`config.mk`:
```
export PLATFORM = sky130hd
export DESIGN_NAME = thresh_top
export DESIGN_NICKNAME = d
export VERILOG_FILES = /design/src/rtl/thresh_pkg.sv /design/src/rtl/adaptive_threshold.sv /design/src/rtl/line_window.sv /design/src/rtl/sum_sequencer.sv /design/src/rtl/thresh_top.sv /design/src/rtl/window_sum.sv
export SDC_FILE = /design/constraint.sdc
export NUM_CORES = 1
export LEC_CHECK = 0
export ABC_CLOCK_PERIOD_IN_PS = 14800
export BUFFER_PORTS_ARGS = -buffer_cell sky130_fd_sc_hd__buf_4
export CORE_ASPECT_RATIO = 0.6
export CORE_UTILIZATION = 49
export CTS_BUF_LIST = sky130_fd_sc_hd__clkbuf_8
export DETAILED_ROUTE_END_ITERATION = 10
export HOLD_SLACK_MARGIN = 0.05
export PLACE_DENSITY = 0.7
export SYNTH_ARGS = -nofsm -noshare
export SYNTH_HDL_FRONTEND = slang
export SYNTH_SLANG_ARGS = --single-unit
export TNS_END_PERCENT = 50
```
`constraint.sdc`:
```
create_clock -name clk -period 14.8 [get_ports clk]
set_clock_uncertainty 0.1 [all_clocks]
set_input_delay 2.22 -clock clk [delete_from_list [all_inputs] [get_ports clk]]
set_output_delay 2.22 -clock clk [all_outputs]
set_load 0.01 [all_outputs]
```
`src/rtl/thresh_pkg.sv`:
```
package thresh_pkg;

    // data widths.
    localparam int PIX_W  = 8;
    localparam int WSUM_W = 12;
    localparam int ACC_W  = 15;

    // nine 3x3 sums make up one running sum.
    localparam int HIST_LEN = 9;

    // accepted pixels from a window's newest pixel to its registered result.
    localparam int PIPE_DEPTH = 4;

    // total weight of the running sum, nine sums of nine pixels.
    localparam int WIN_SCALE = 81;

    // row 0 is the oldest line, column 2 the newest column.
    typedef struct packed {
        logic [PIX_W-1:0] p00, p01, p02;
        logic [PIX_W-1:0] p10, p11, p12;
        logic [PIX_W-1:0] p20, p21, p22;
    } pix_win_t;

    typedef struct packed {
        logic row_ok;
        logic col_first;
        logic col_full;
    } pos_flags_t;

    typedef struct packed {
        logic load;
        logic sub;
    } acc_ctrl_t;

    typedef struct packed {
        logic [ACC_W-1:0] run_sum;
        logic [PIX_W-1:0] center;
    } sum_out_t;

endpackage

```
`src/rtl/adaptive_threshold.sv`:
```
`timescale 1ns/1ps

module adaptive_threshold (
    input  logic                         clk,
    input  logic                         rst,
    input  logic                         i_valid,
    input  logic                         i_qual,
    input  thresh_pkg::sum_out_t         i_sum,
    output logic                         o_valid,
    output logic                         o_bin,
    output logic [thresh_pkg::ACC_W-1:0] o_sum,
    output logic [thresh_pkg::PIX_W-1:0] o_center
);

    localparam int ACC_W = thresh_pkg::ACC_W;

    logic [ACC_W-1:0] scaled;
    logic             take;

    // centre weighted like the running sum.
    assign scaled = ACC_W'(i_sum.center) * ACC_W'(thresh_pkg::WIN_SCALE);
    assign take   = i_valid & i_qual;

    always_ff @(posedge clk) begin
        if (rst) begin
            o_valid  <= 1'b0;
            o_bin    <= 1'b0;
            o_sum    <= '0;
            o_center <= '0;
        end else begin
            o_valid <= take;
            if (take) begin
                o_bin    <= (scaled > i_sum.run_sum);
                o_sum    <= i_sum.run_sum;
                o_center <= i_sum.center;
            end
        end
    end

endmodule

```
`src/rtl/line_window.sv`:
```
`timescale 1ns/1ps

module line_window #(
    parameter int COLS = 16
) (
    input  logic                           clk,
    input  logic                           rst,
    input  logic                           i_valid,
    input  logic [thresh_pkg::PIX_W-1:0]   i_pixel,
    output thresh_pkg::pix_win_t           o_win
);

    localparam int PIX_W = thresh_pkg::PIX_W;
    localparam int AW    = $clog2(COLS);

    logic [PIX_W-1:0] line1 [COLS];
    logic [PIX_W-1:0] line2 [COLS];
    logic [AW-1:0]    ptr;
    logic [PIX_W-1:0] line1_q;
    logic [PIX_W-1:0] line2_q;
    thresh_pkg::pix_win_t win;

    // one line back and two lines back, same column.
    assign line1_q = line1[ptr];
    assign line2_q = line2[ptr];

    always_ff @(posedge clk) begin
        if (rst) begin
            ptr <= '0;
        end else if (i_valid) begin
            if (ptr == AW'(COLS - 1)) begin
                ptr <= '0;
            end else begin
                ptr <= ptr + 1'b1;
            end
        end
    end

    // the older line is fed from the newer one.
    always_ff @(posedge clk) begin
        if (i_valid) begin
            line1[ptr] <= i_pixel;
            line2[ptr] <= line1_q;
        end
    end

    always_ff @(posedge clk) begin
        if (rst) begin
            win <= '0;
        end else if (i_valid) begin
            win.p00 <= win.p01;
            win.p01 <= win.p02;
            win.p02 <= line2_q;
            win.p10 <= win.p11;
            win.p11 <= win.p12;
            win.p12 <= line1_q;
            win.p20 <= win.p21;
            win.p21 <= win.p22;
            win.p22 <= i_pixel;
        end
    end

    assign o_win = win;

endmodule

```
`src/rtl/sum_sequencer.sv`:
```
`timescale 1ns/1ps

module sum_sequencer (
    input  logic                   clk,
    input  logic                   rst,
    input  logic                   i_valid,
    input  thresh_pkg::pos_flags_t i_pos,
    output thresh_pkg::acc_ctrl_t  o_ctrl,
    output logic                   o_qual
);

    localparam int DEPTH = thresh_pkg::PIPE_DEPTH;
    // stage whose flags line up with the accumulator update.
    localparam int ACC_IDX = DEPTH - 2;

    thresh_pkg::pos_flags_t pos_d [DEPTH];

    // pos_d[j] holds the flags of the pixel accepted j+1 strobes ago.
    always_ff @(posedge clk) begin
        if (rst) begin
            for (int i = 0; i < DEPTH; i++) begin
                pos_d[i] <= '0;
            end
        end else if (i_valid) begin
            pos_d[0] <= i_pos;
            for (int i = 1; i < DEPTH; i++) begin
                pos_d[i] <= pos_d[i-1];
            end
        end
    end

    // the running sum restarts at the first full window of each row.
    assign o_ctrl.load = pos_d[ACC_IDX].col_first;

    // column 11 or more.
    // column is at least 10 here and one strobe back, which only holds
    // inside a row.
    assign o_ctrl.sub = pos_d[ACC_IDX].col_full & pos_d[ACC_IDX+1].col_full;

    assign o_qual = pos_d[DEPTH-1].row_ok & pos_d[DEPTH-1].col_full;

endmodule

```
`src/rtl/thresh_top.sv`:
```
`timescale 1ns/1ps

module thresh_top #(
    parameter int COLS = 16,
    parameter int ROWS = 8
) (
    input  logic                         clk,
    input  logic                         rst,
    input  logic                         i_valid,
    input  logic [thresh_pkg::PIX_W-1:0] i_pixel,
    output logic                         o_valid,
    output logic                         o_bin,
    output logic [thresh_pkg::ACC_W-1:0] o_sum,
    output logic [thresh_pkg::PIX_W-1:0] o_center
);

    thresh_pkg::pix_win_t   win;
    thresh_pkg::pos_flags_t pos;
    thresh_pkg::acc_ctrl_t  ctrl;
    thresh_pkg::sum_out_t   sums;
    logic                   qual;

    line_window #(.COLS(COLS)) line_window_i (
        .clk(clk), .rst(rst), .i_valid(i_valid), .i_pixel(i_pixel), .o_win(win)
    );

    window_sum #(.COLS(COLS), .ROWS(ROWS)) window_sum_i (
        .clk(clk), .rst(rst), .i_valid(i_valid), .i_win(win), .i_ctrl(ctrl),
        .o_pos(pos), .o_sum(sums)
    );

    sum_sequencer sum_sequencer_i (
        .clk(clk), .rst(rst), .i_valid(i_valid), .i_pos(pos),
        .o_ctrl(ctrl), .o_qual(qual)
    );

    adaptive_threshold adaptive_threshold_i (
        .clk(clk), .rst(rst), .i_valid(i_valid), .i_qual(qual), .i_sum(sums),
        .o_valid(o_valid), .o_bin(o_bin), .o_sum(o_sum), .o_center(o_center)
    );

endmodule

```
`src/rtl/window_sum.sv`:
```
`timescale 1ns/1ps

module window_sum #(
    parameter int COLS = 16,
    parameter int ROWS = 8
) (
    input  logic                   clk,
    input  logic                   rst,
    input  logic                   i_valid,
    input  thresh_pkg::pix_win_t   i_win,
    input  thresh_pkg::acc_ctrl_t  i_ctrl,
    output thresh_pkg::pos_flags_t o_pos,
    output thresh_pkg::sum_out_t   o_sum
);

    localparam int PIX_W    = thresh_pkg::PIX_W;
    localparam int WSUM_W   = thresh_pkg::WSUM_W;
    localparam int ACC_W    = thresh_pkg::ACC_W;
    localparam int HIST_LEN = thresh_pkg::HIST_LEN;
    localparam int ROW_W    = PIX_W + 2;
    localparam int CW       = $clog2(COLS);
    localparam int RW       = $clog2(ROWS);
    // first column with a full 3x3 window, and first with nine of them.
    localparam int COL_FIRST = 2;
    localparam int COL_FULL  = COL_FIRST + HIST_LEN - 1;
    localparam int ROW_OK    = 2;
    // stages from the input register to the accumulator.
    localparam int CTR_DLY   = thresh_pkg::PIPE_DEPTH - 2;

    logic [CW-1:0]        col_cnt;
    logic [RW-1:0]        row_cnt;
    thresh_pkg::pix_win_t win_q;
    logic [ROW_W-1:0]     row_sum [3];
    logic [WSUM_W-1:0]    sum3x3;
    logic [WSUM_W-1:0]    hist [HIST_LEN];
    logic [ACC_W-1:0]     acc;
    logic [ACC_W-1:0]     acc_next;
    logic [PIX_W-1:0]     ctr_d [CTR_DLY];

    function automatic logic [ROW_W-1:0] add3(input logic [PIX_W-1:0] a,
                                              input logic [PIX_W-1:0] b,
                                              input logic [PIX_W-1:0] c);
        return ROW_W'(a) + ROW_W'(b) + ROW_W'(c);
    endfunction

    // counters hold the position of the pixel being accepted.
    always_ff @(posedge clk) begin
        if (rst) begin
            col_cnt <= '0;
            row_cnt <= '0;
        end else if (i_valid) begin
            if (col_cnt == CW'(COLS - 1)) begin
                col_cnt <= '0;
                row_cnt <= (row_cnt == RW'(ROWS - 1)) ? '0 : row_cnt + 1'b1;
            end else begin
                col_cnt <= col_cnt + 1'b1;
            end
        end
    end

    assign o_pos.row_ok    = (row_cnt >= RW'(ROW_OK));
    assign o_pos.col_first = (col_cnt == CW'(COL_FIRST));
    assign o_pos.col_full  = (col_cnt >= CW'(COL_FULL));

    // input register, then one level of row sums.
    always_ff @(posedge clk) begin
        if (rst) begin
            win_q <= '0;
            for (int i = 0; i < 3; i++) begin
                row_sum[i] <= '0;
            end
        end else if (i_valid) begin
            win_q      <= i_win;
            row_sum[0] <= add3(win_q.p00, win_q.p01, win_q.p02);
            row_sum[1] <= add3(win_q.p10, win_q.p11, win_q.p12);
            row_sum[2] <= add3(win_q.p20, win_q.p21, win_q.p22);
        end
    end

    assign sum3x3 = WSUM_W'(row_sum[0]) + WSUM_W'(row_sum[1]) + WSUM_W'(row_sum[2]);

    // hist[HIST_LEN-1] is the sum from nine positions back.
    always_comb begin
        if (i_ctrl.load) begin
            acc_next = ACC_W'(sum3x3);
        end else if (i_ctrl.sub) begin
            acc_next = acc + ACC_W'(sum3x3) - ACC_W'(hist[HIST_LEN-1]);
        end else begin
            acc_next = acc + ACC_W'(sum3x3);
        end
    end

    always_ff @(posedge clk) begin
        if (rst) begin
            acc <= '0;
            for (int i = 0; i < HIST_LEN; i++) begin
                hist[i] <= '0;
            end
            for (int i = 0; i < CTR_DLY; i++) begin
                ctr_d[i] <= '0;
            end
        end else if (i_valid) begin
            acc     <= acc_next;
            hist[0] <= sum3x3;
            for (int i = 1; i < HIST_LEN; i++) begin
                hist[i] <= hist[i-1];
            end
            ctr_d[0] <= win_q.p11;
            for (int i = 1; i < CTR_DLY; i++) begin
                ctr_d[i] <= ctr_d[i-1];
            end
        end
    end

    assign o_sum.run_sum = acc;
    assign o_sum.center  = ctr_d[CTR_DLY-1];

endmodule

```
# ---- Word level (Yosys, flattened, before mapping)
# Memory sizes are Yosys's and may differ from the RTL's. A register that Yosys moved wholly into a read port is not among the register bits.
# Index checks and enable logic that the tools add are counted.
dict set report word_totals {
  n_memories 6
  word_cells 99
  rom_bits 0
  output_inout_bits 25
  input_bits 11
  mem_bits_rw 422
  register_bits 139
  latch_bits 0
}
# name words width rd rd_clocked_by_memory_dff wr line_no
set mem_list {}
lappend mem_list {line_window_i.line1 16 8 1 1 1 line_window.sv:16} ;# logic [PIX_W-1:0] line1 [COLS];
lappend mem_list {line_window_i.line2 16 8 1 1 1 line_window.sv:17} ;# logic [PIX_W-1:0] line2 [COLS];
lappend mem_list {window_sum_i.hist 9 12 9 0 9 window_sum.sv:35} ;# logic [WSUM_W-1:0] hist [HIST_LEN];
lappend mem_list {window_sum_i.row_sum 3 10 3 0 3 window_sum.sv:33} ;# logic [ROW_W-1:0] row_sum [3];
lappend mem_list {window_sum_i.ctr_d 2 8 2 0 2 window_sum.sv:38} ;# logic [PIX_W-1:0] ctr_d [CTR_DLY];
lappend mem_list {sum_sequencer_i.pos_d 4 3 4 0 4 sum_sequencer.sv:16} ;# thresh_pkg::pos_flags_t pos_d [DEPTH];
dict set report op_classes {
  n_eq_ne 4
  shifts 0
  n_mux 31
  n_bitwise 21
  magnitude_cmp 3
  div 0
  add_sub_neg 13
  n_mul 1
  reduce_logical 1
}
# operator n
set op_table {}
lappend op_table {{$mux W12} 9}
lappend op_table {{$add A10 B8 Y10} 3}
lappend op_table {{$mux W10} 3}
lappend op_table {{$mux W15} 2}
lappend op_table {{$add A8 B8 Y9} 3}
lappend op_table {{$or A1 B1 Y1} 18}
lappend op_table {{$mux W4} 4}
lappend op_table {{$mux W8} 2}
lappend op_table {{$add A15 B12 Y15} 1}
lappend op_table {{$gt A15 B15 Y1} 1}
lappend op_table {{$mul A8 B7 Y15 const B} 1}
lappend op_table {{$mux W3} 5}
lappend op_table {{$sub A15 B12 Y15} 1}
lappend op_table {{$add A12 B10 Y12} 1}
lappend op_table {{$add A10 B10 Y11} 1}
lappend op_table {{$add A4 B1 Y4 const B} 2}
lappend op_table {{$eq A4 B4 Y1 const B} 2}
lappend op_table {{$mux W1} 6}
lappend op_table {{$eq A4 B2 Y1 const B} 1}
lappend op_table {{$ge A4 B4 Y1 const B} 1}
lappend op_table {{$add A3 B1 Y3 const B} 1}
lappend op_table {{$and A1 B1 Y1} 3}
lappend op_table {{$eq A3 B3 Y1 const B} 1}
lappend op_table {{$ge A3 B2 Y1 const B} 1}
lappend op_table {{$reduce_and A2 Y1} 1}

# ---- Logic depth before layout (Yosys ltp)
# An unclocked memory read counts as a cell.
dict set report depth {
  depth_word 7
  ltp_mapped 28
  ltp_nobuf 27
}

# ---- By module
# Synthesis repeated with hierarchy kept, for this count alone.
dict set report unflattened {
  cells_unflattened 2106
  hier_area_um2 27779.1
}
# module cells_each area_per_inst_um2 instances seq_area_each_um2
set by_module_without_submodules {}
lappend by_module_without_submodules {line_window 760 12819.8 1 9288.9}
lappend by_module_without_submodules {window_sum 1083 12513.3 1 6506.2}
lappend by_module_without_submodules {adaptive_threshold 235 1973.1 1 500.5}
lappend by_module_without_submodules {sum_sequencer 28 473.0 1 330.3}

# ---- Worst setup path after synthesis
# OpenSTA, ideal clock, no wires.
dict set report synth_path {
  path_kind {input port to flip-flop}
  from {input port i_valid}
  to {register window_sum_i.acc[13]}
  setup_ps 322
  t_required_ps 14378
  path_buffers 1
  cell_stages 4
  arrival_time_ps 6204
  setup_slack_ps 8174
  cell_sequence {clkbuf_1 > nor2_2 > inv_1 > o32ai_1}
}
# element line_no
set synth_rtl {}
lappend synth_rtl {{start: declaration} thresh_top.sv:9} ;# input logic i_valid,
lappend synth_rtl {{end signal: assignment} window_sum.sv:103} ;# acc <= acc_next;
lappend synth_rtl {{end: declaration} window_sum.sv:36} ;# logic [ACC_W-1:0] acc;

==> flow_summary.json <==
{
  "status": "completed",
  "hold_depth": 2,
  "drc": 0,
  "hold_class": "flip-flop to flip-flop",
  "fp-row-count": 64,
  "avgSynthCellArea_um2": 13.9,
  "yosys-top-cells-area": "edfxtp_1, dfxtp_1, ha_1",
  "cp_slowest_stage_delay_ns": 0.54,
  "synth_common_cells": "edfxtp_1, nor2_1, dfxtp_1",
  "setup-tns-final_ns": 0,
  "grt_usage": 0.209,
  "wl_per_cell_um": 20.4,
  "die_w_um": 298,
  "layout_setup_ws_ns": 8.94,
  "syn_area_um2": 25700,
  "yosysSeqAreaShare": 0.609,
  "r2r_slack_ns": 8.94,
  "drt_iter0_markers": 1387,
  "clockRootBuffer": "clkbuf_8",
  "leakagePower_nw": 11.1,
  "slowest_stage": "o41ai_1",
  "worstPathMaxFanout": 5,
  "syn_nets": 2022,
  "path_common_cell": "ha_1",
  "ir_drop_mv": 0.0719,
  "antenna_left": 0,
  "synth_largest_area_cell": "edfxtp_1",
  "hold_viol": 0,
  "io_buffers": 35,
  "path_class": "flip-flop to flip-flop",
  "r2r_cells": 23,
  "cts_buffers": 86,
  "cts_sinks": 572,
  "max-cap-violations": 0,
  "gr-total-overflow": 0,
  "core_area_um2": 51400,
  "yosysUniqueCellTypes": 65,
  "cts_tree": "yes",
  "synth_edf_count": 421,
  "viasPerCell": 5.55,
  "htree_num_levels": 3,
  "cts.clk_slew.worst_paths_ns": 0.07,
  "place_worst_setup_slack_ns": 9.06,
  "synth_warnings": 0,
  "ys_seq_elements": 572,
  "slew_headroom": 0.227,
  "startpoint_type": "flip-flop",
  "wl_um": 54700,
  "cts-resized-gates": 0,
  "dieArea_um2": 53500,
  "dp.cells": 2518,
  "fin_cells": 2679,
  "holdWs_ns": 0.356,
  "postCtsSetupBuffers": 0,
  "synth.most_common_cell": "edfxtp_1",
  "nets": 2085,
  "synth-main-ff-cell": "edfxtp_1",
  "io_pins": 36,
  "firstDrtPassIters": 5,
  "drive_above_1_share": 0.137,
  "area_growth_pct": 10.8,
  "fp.dieH_um": 180,
  "rsz0062_at_grt": "no",
  "cp-end-kind": "flip-flop",
  "max_freq_mhz": 171,
  "arrival_ns": 6.33,
  "cts_hold_buf": 0,
  "crit_chain": "ha_1 > fa_1 > a21o_1 > a21oi_1 > nand2b_1 > nand2b_1 > a21oi_1 > xnor2_1 > ha_1 > o41ai_1 > xor2_1 > inv_1 > ha_1 > a21o_1 > o21bai_1 > xor2_1 > ha_1 > o21ai_0 > o21bai_1 > a21o_1 > a21boi_1 > a31oi_1 > o32ai_1",
  "vias": 14900,
  "maxSlewViolCount": 0,
  "synthArstFlopShare": 0,
  "synth_top_cell_area_share": 0.491,
  "grt_pass1_vias": 14700,
  "dp_hpwl_um": 35300,
  "grt_pass1_wl_um": 85800,
  "clock_latency_ns": 0.70,
  "antenna_found_initial": 0,
  "syn_inst": 1850,
  "diodes": 0,
  "cp.required_ns": 15.28,
  "setup_violations": 0,
  "worst_pin_slew_ns": 1.16,
  "period_share": 0.396,
  "nFillCells": 4138,
  "cts_buffer_depth": 3,
  "period_needed_ns": 5.86,
  "gp_congestion": 0.858,
  "powerDensity_nw_per_um2": 131,
  "grt_max_degree": 119,
  "start_util": 0.501
}
power breakdown:
part,total [mW],leakage (nW),internal (mW),switching [mW]
clock,1.36,1.04,0.710,0.647
combinational,0.542,4.74,0.224,0.318
sequential,1.82,5.37,1.78,0.0382
path summary, 6_finish.rpt:
check	from	end
max	window_sum_i.row_sum[0][0]	window_sum_i.acc[14]
min	adaptive_threshold_i.o_center[2]	adaptive_threshold_i.o_center[2]
max reg2reg	window_sum_i.row_sum[0][0]	window_sum_i.acc[14]
min reg2reg	adaptive_threshold_i.o_center[2]	adaptive_threshold_i.o_center[2]
registers in the layout (all words and copies together), names as in the netlist, named ones only:
register and flops:
adaptive_threshold_i.o_valid 1, window_sum_i.ctr_d 16, window_sum_i.row_sum 30, adaptive_threshold_i.o_sum 15, window_sum_i.row_cnt 3, window_sum_i.win_q 56
adaptive_threshold_i.o_center 8, window_sum_i.col_cnt 4, line_window_i.ptr 4, line_window_i.o_win 40, line_window_i.line2 128, adaptive_threshold_i.o_bin 1
sum_sequencer_i.pos_d 11, line_window_i.line1 128, window_sum_i.hist 108, window_sum_i.acc 15
metrics by stage:
stage / area, µm² / total power, mW / utilization
CTS: 28500 / 3.75 / 0.555
global route: 28500 / 3.88 / 0.555
global placement: 26700 / 2.37 / 0.519
finish: 28500 / 3.72 / 0.555
detailed placement: 26700 / 2.39 / 0.519
floorplan: 25700 / 2.25 / -
cell type report:
cell class,instances,area (µm²),share of cell area
Clock buffer,98,1350,0.0473
Clock inverter,63,473,0.0166
Inverter,74,283,0.00991
Multi-Input combinational cell,1128,9500,0.333
Sequential cell,572,15700,0.549
Tap cell,693,867,0.0304
Timing Repair Buffer,51,383,0.0134
cell families after synthesis:
kind of cell / share of synthesized area
simple gates: 0.0858
flops: 0.609
xor+xnor: 0.0297
mux: 0.0999
compound gates: 0.0715
fa+ha+maj: 0.0818
buf+inv: 0.0228
critical path: cells and delay by family (launching register included):
family / cells / cell delay [ns]
xor+xnor: 3 / 0.75
fa+ha+maj: 5 / 1.56
flops: 1 / 0.37
buf+inv: 1 / 0.08
simple gates: 2 / 0.23
compound gates: 12 / 2.67
cells in the final DEF (no fill, tap or decap), types with 21 or more instances in the layout:
cell      instances
edfxtp_1        421
nor2_1          156
and2_1          149
ha_1            149
dfxtp_1         148
a21oi_1         106
inv_1           101
clkbuf_8         98
mux4_2           80
mux2i_1          77
nand2_1          76
xnor2_1          63
buf_4            51
a21o_1           34
o21ai_0          31
o21bai_1         23
xor2_1           21
layer usage:
metal / wire length, µm / track usage
met5: 0 / 0
met2: 22400 / 0.283
met4: 816 / 0.0466
met1: 27800 / 0.336
met3: 3710 / 0.0500
Note: power is estimated with default switching activity, not from simulation.
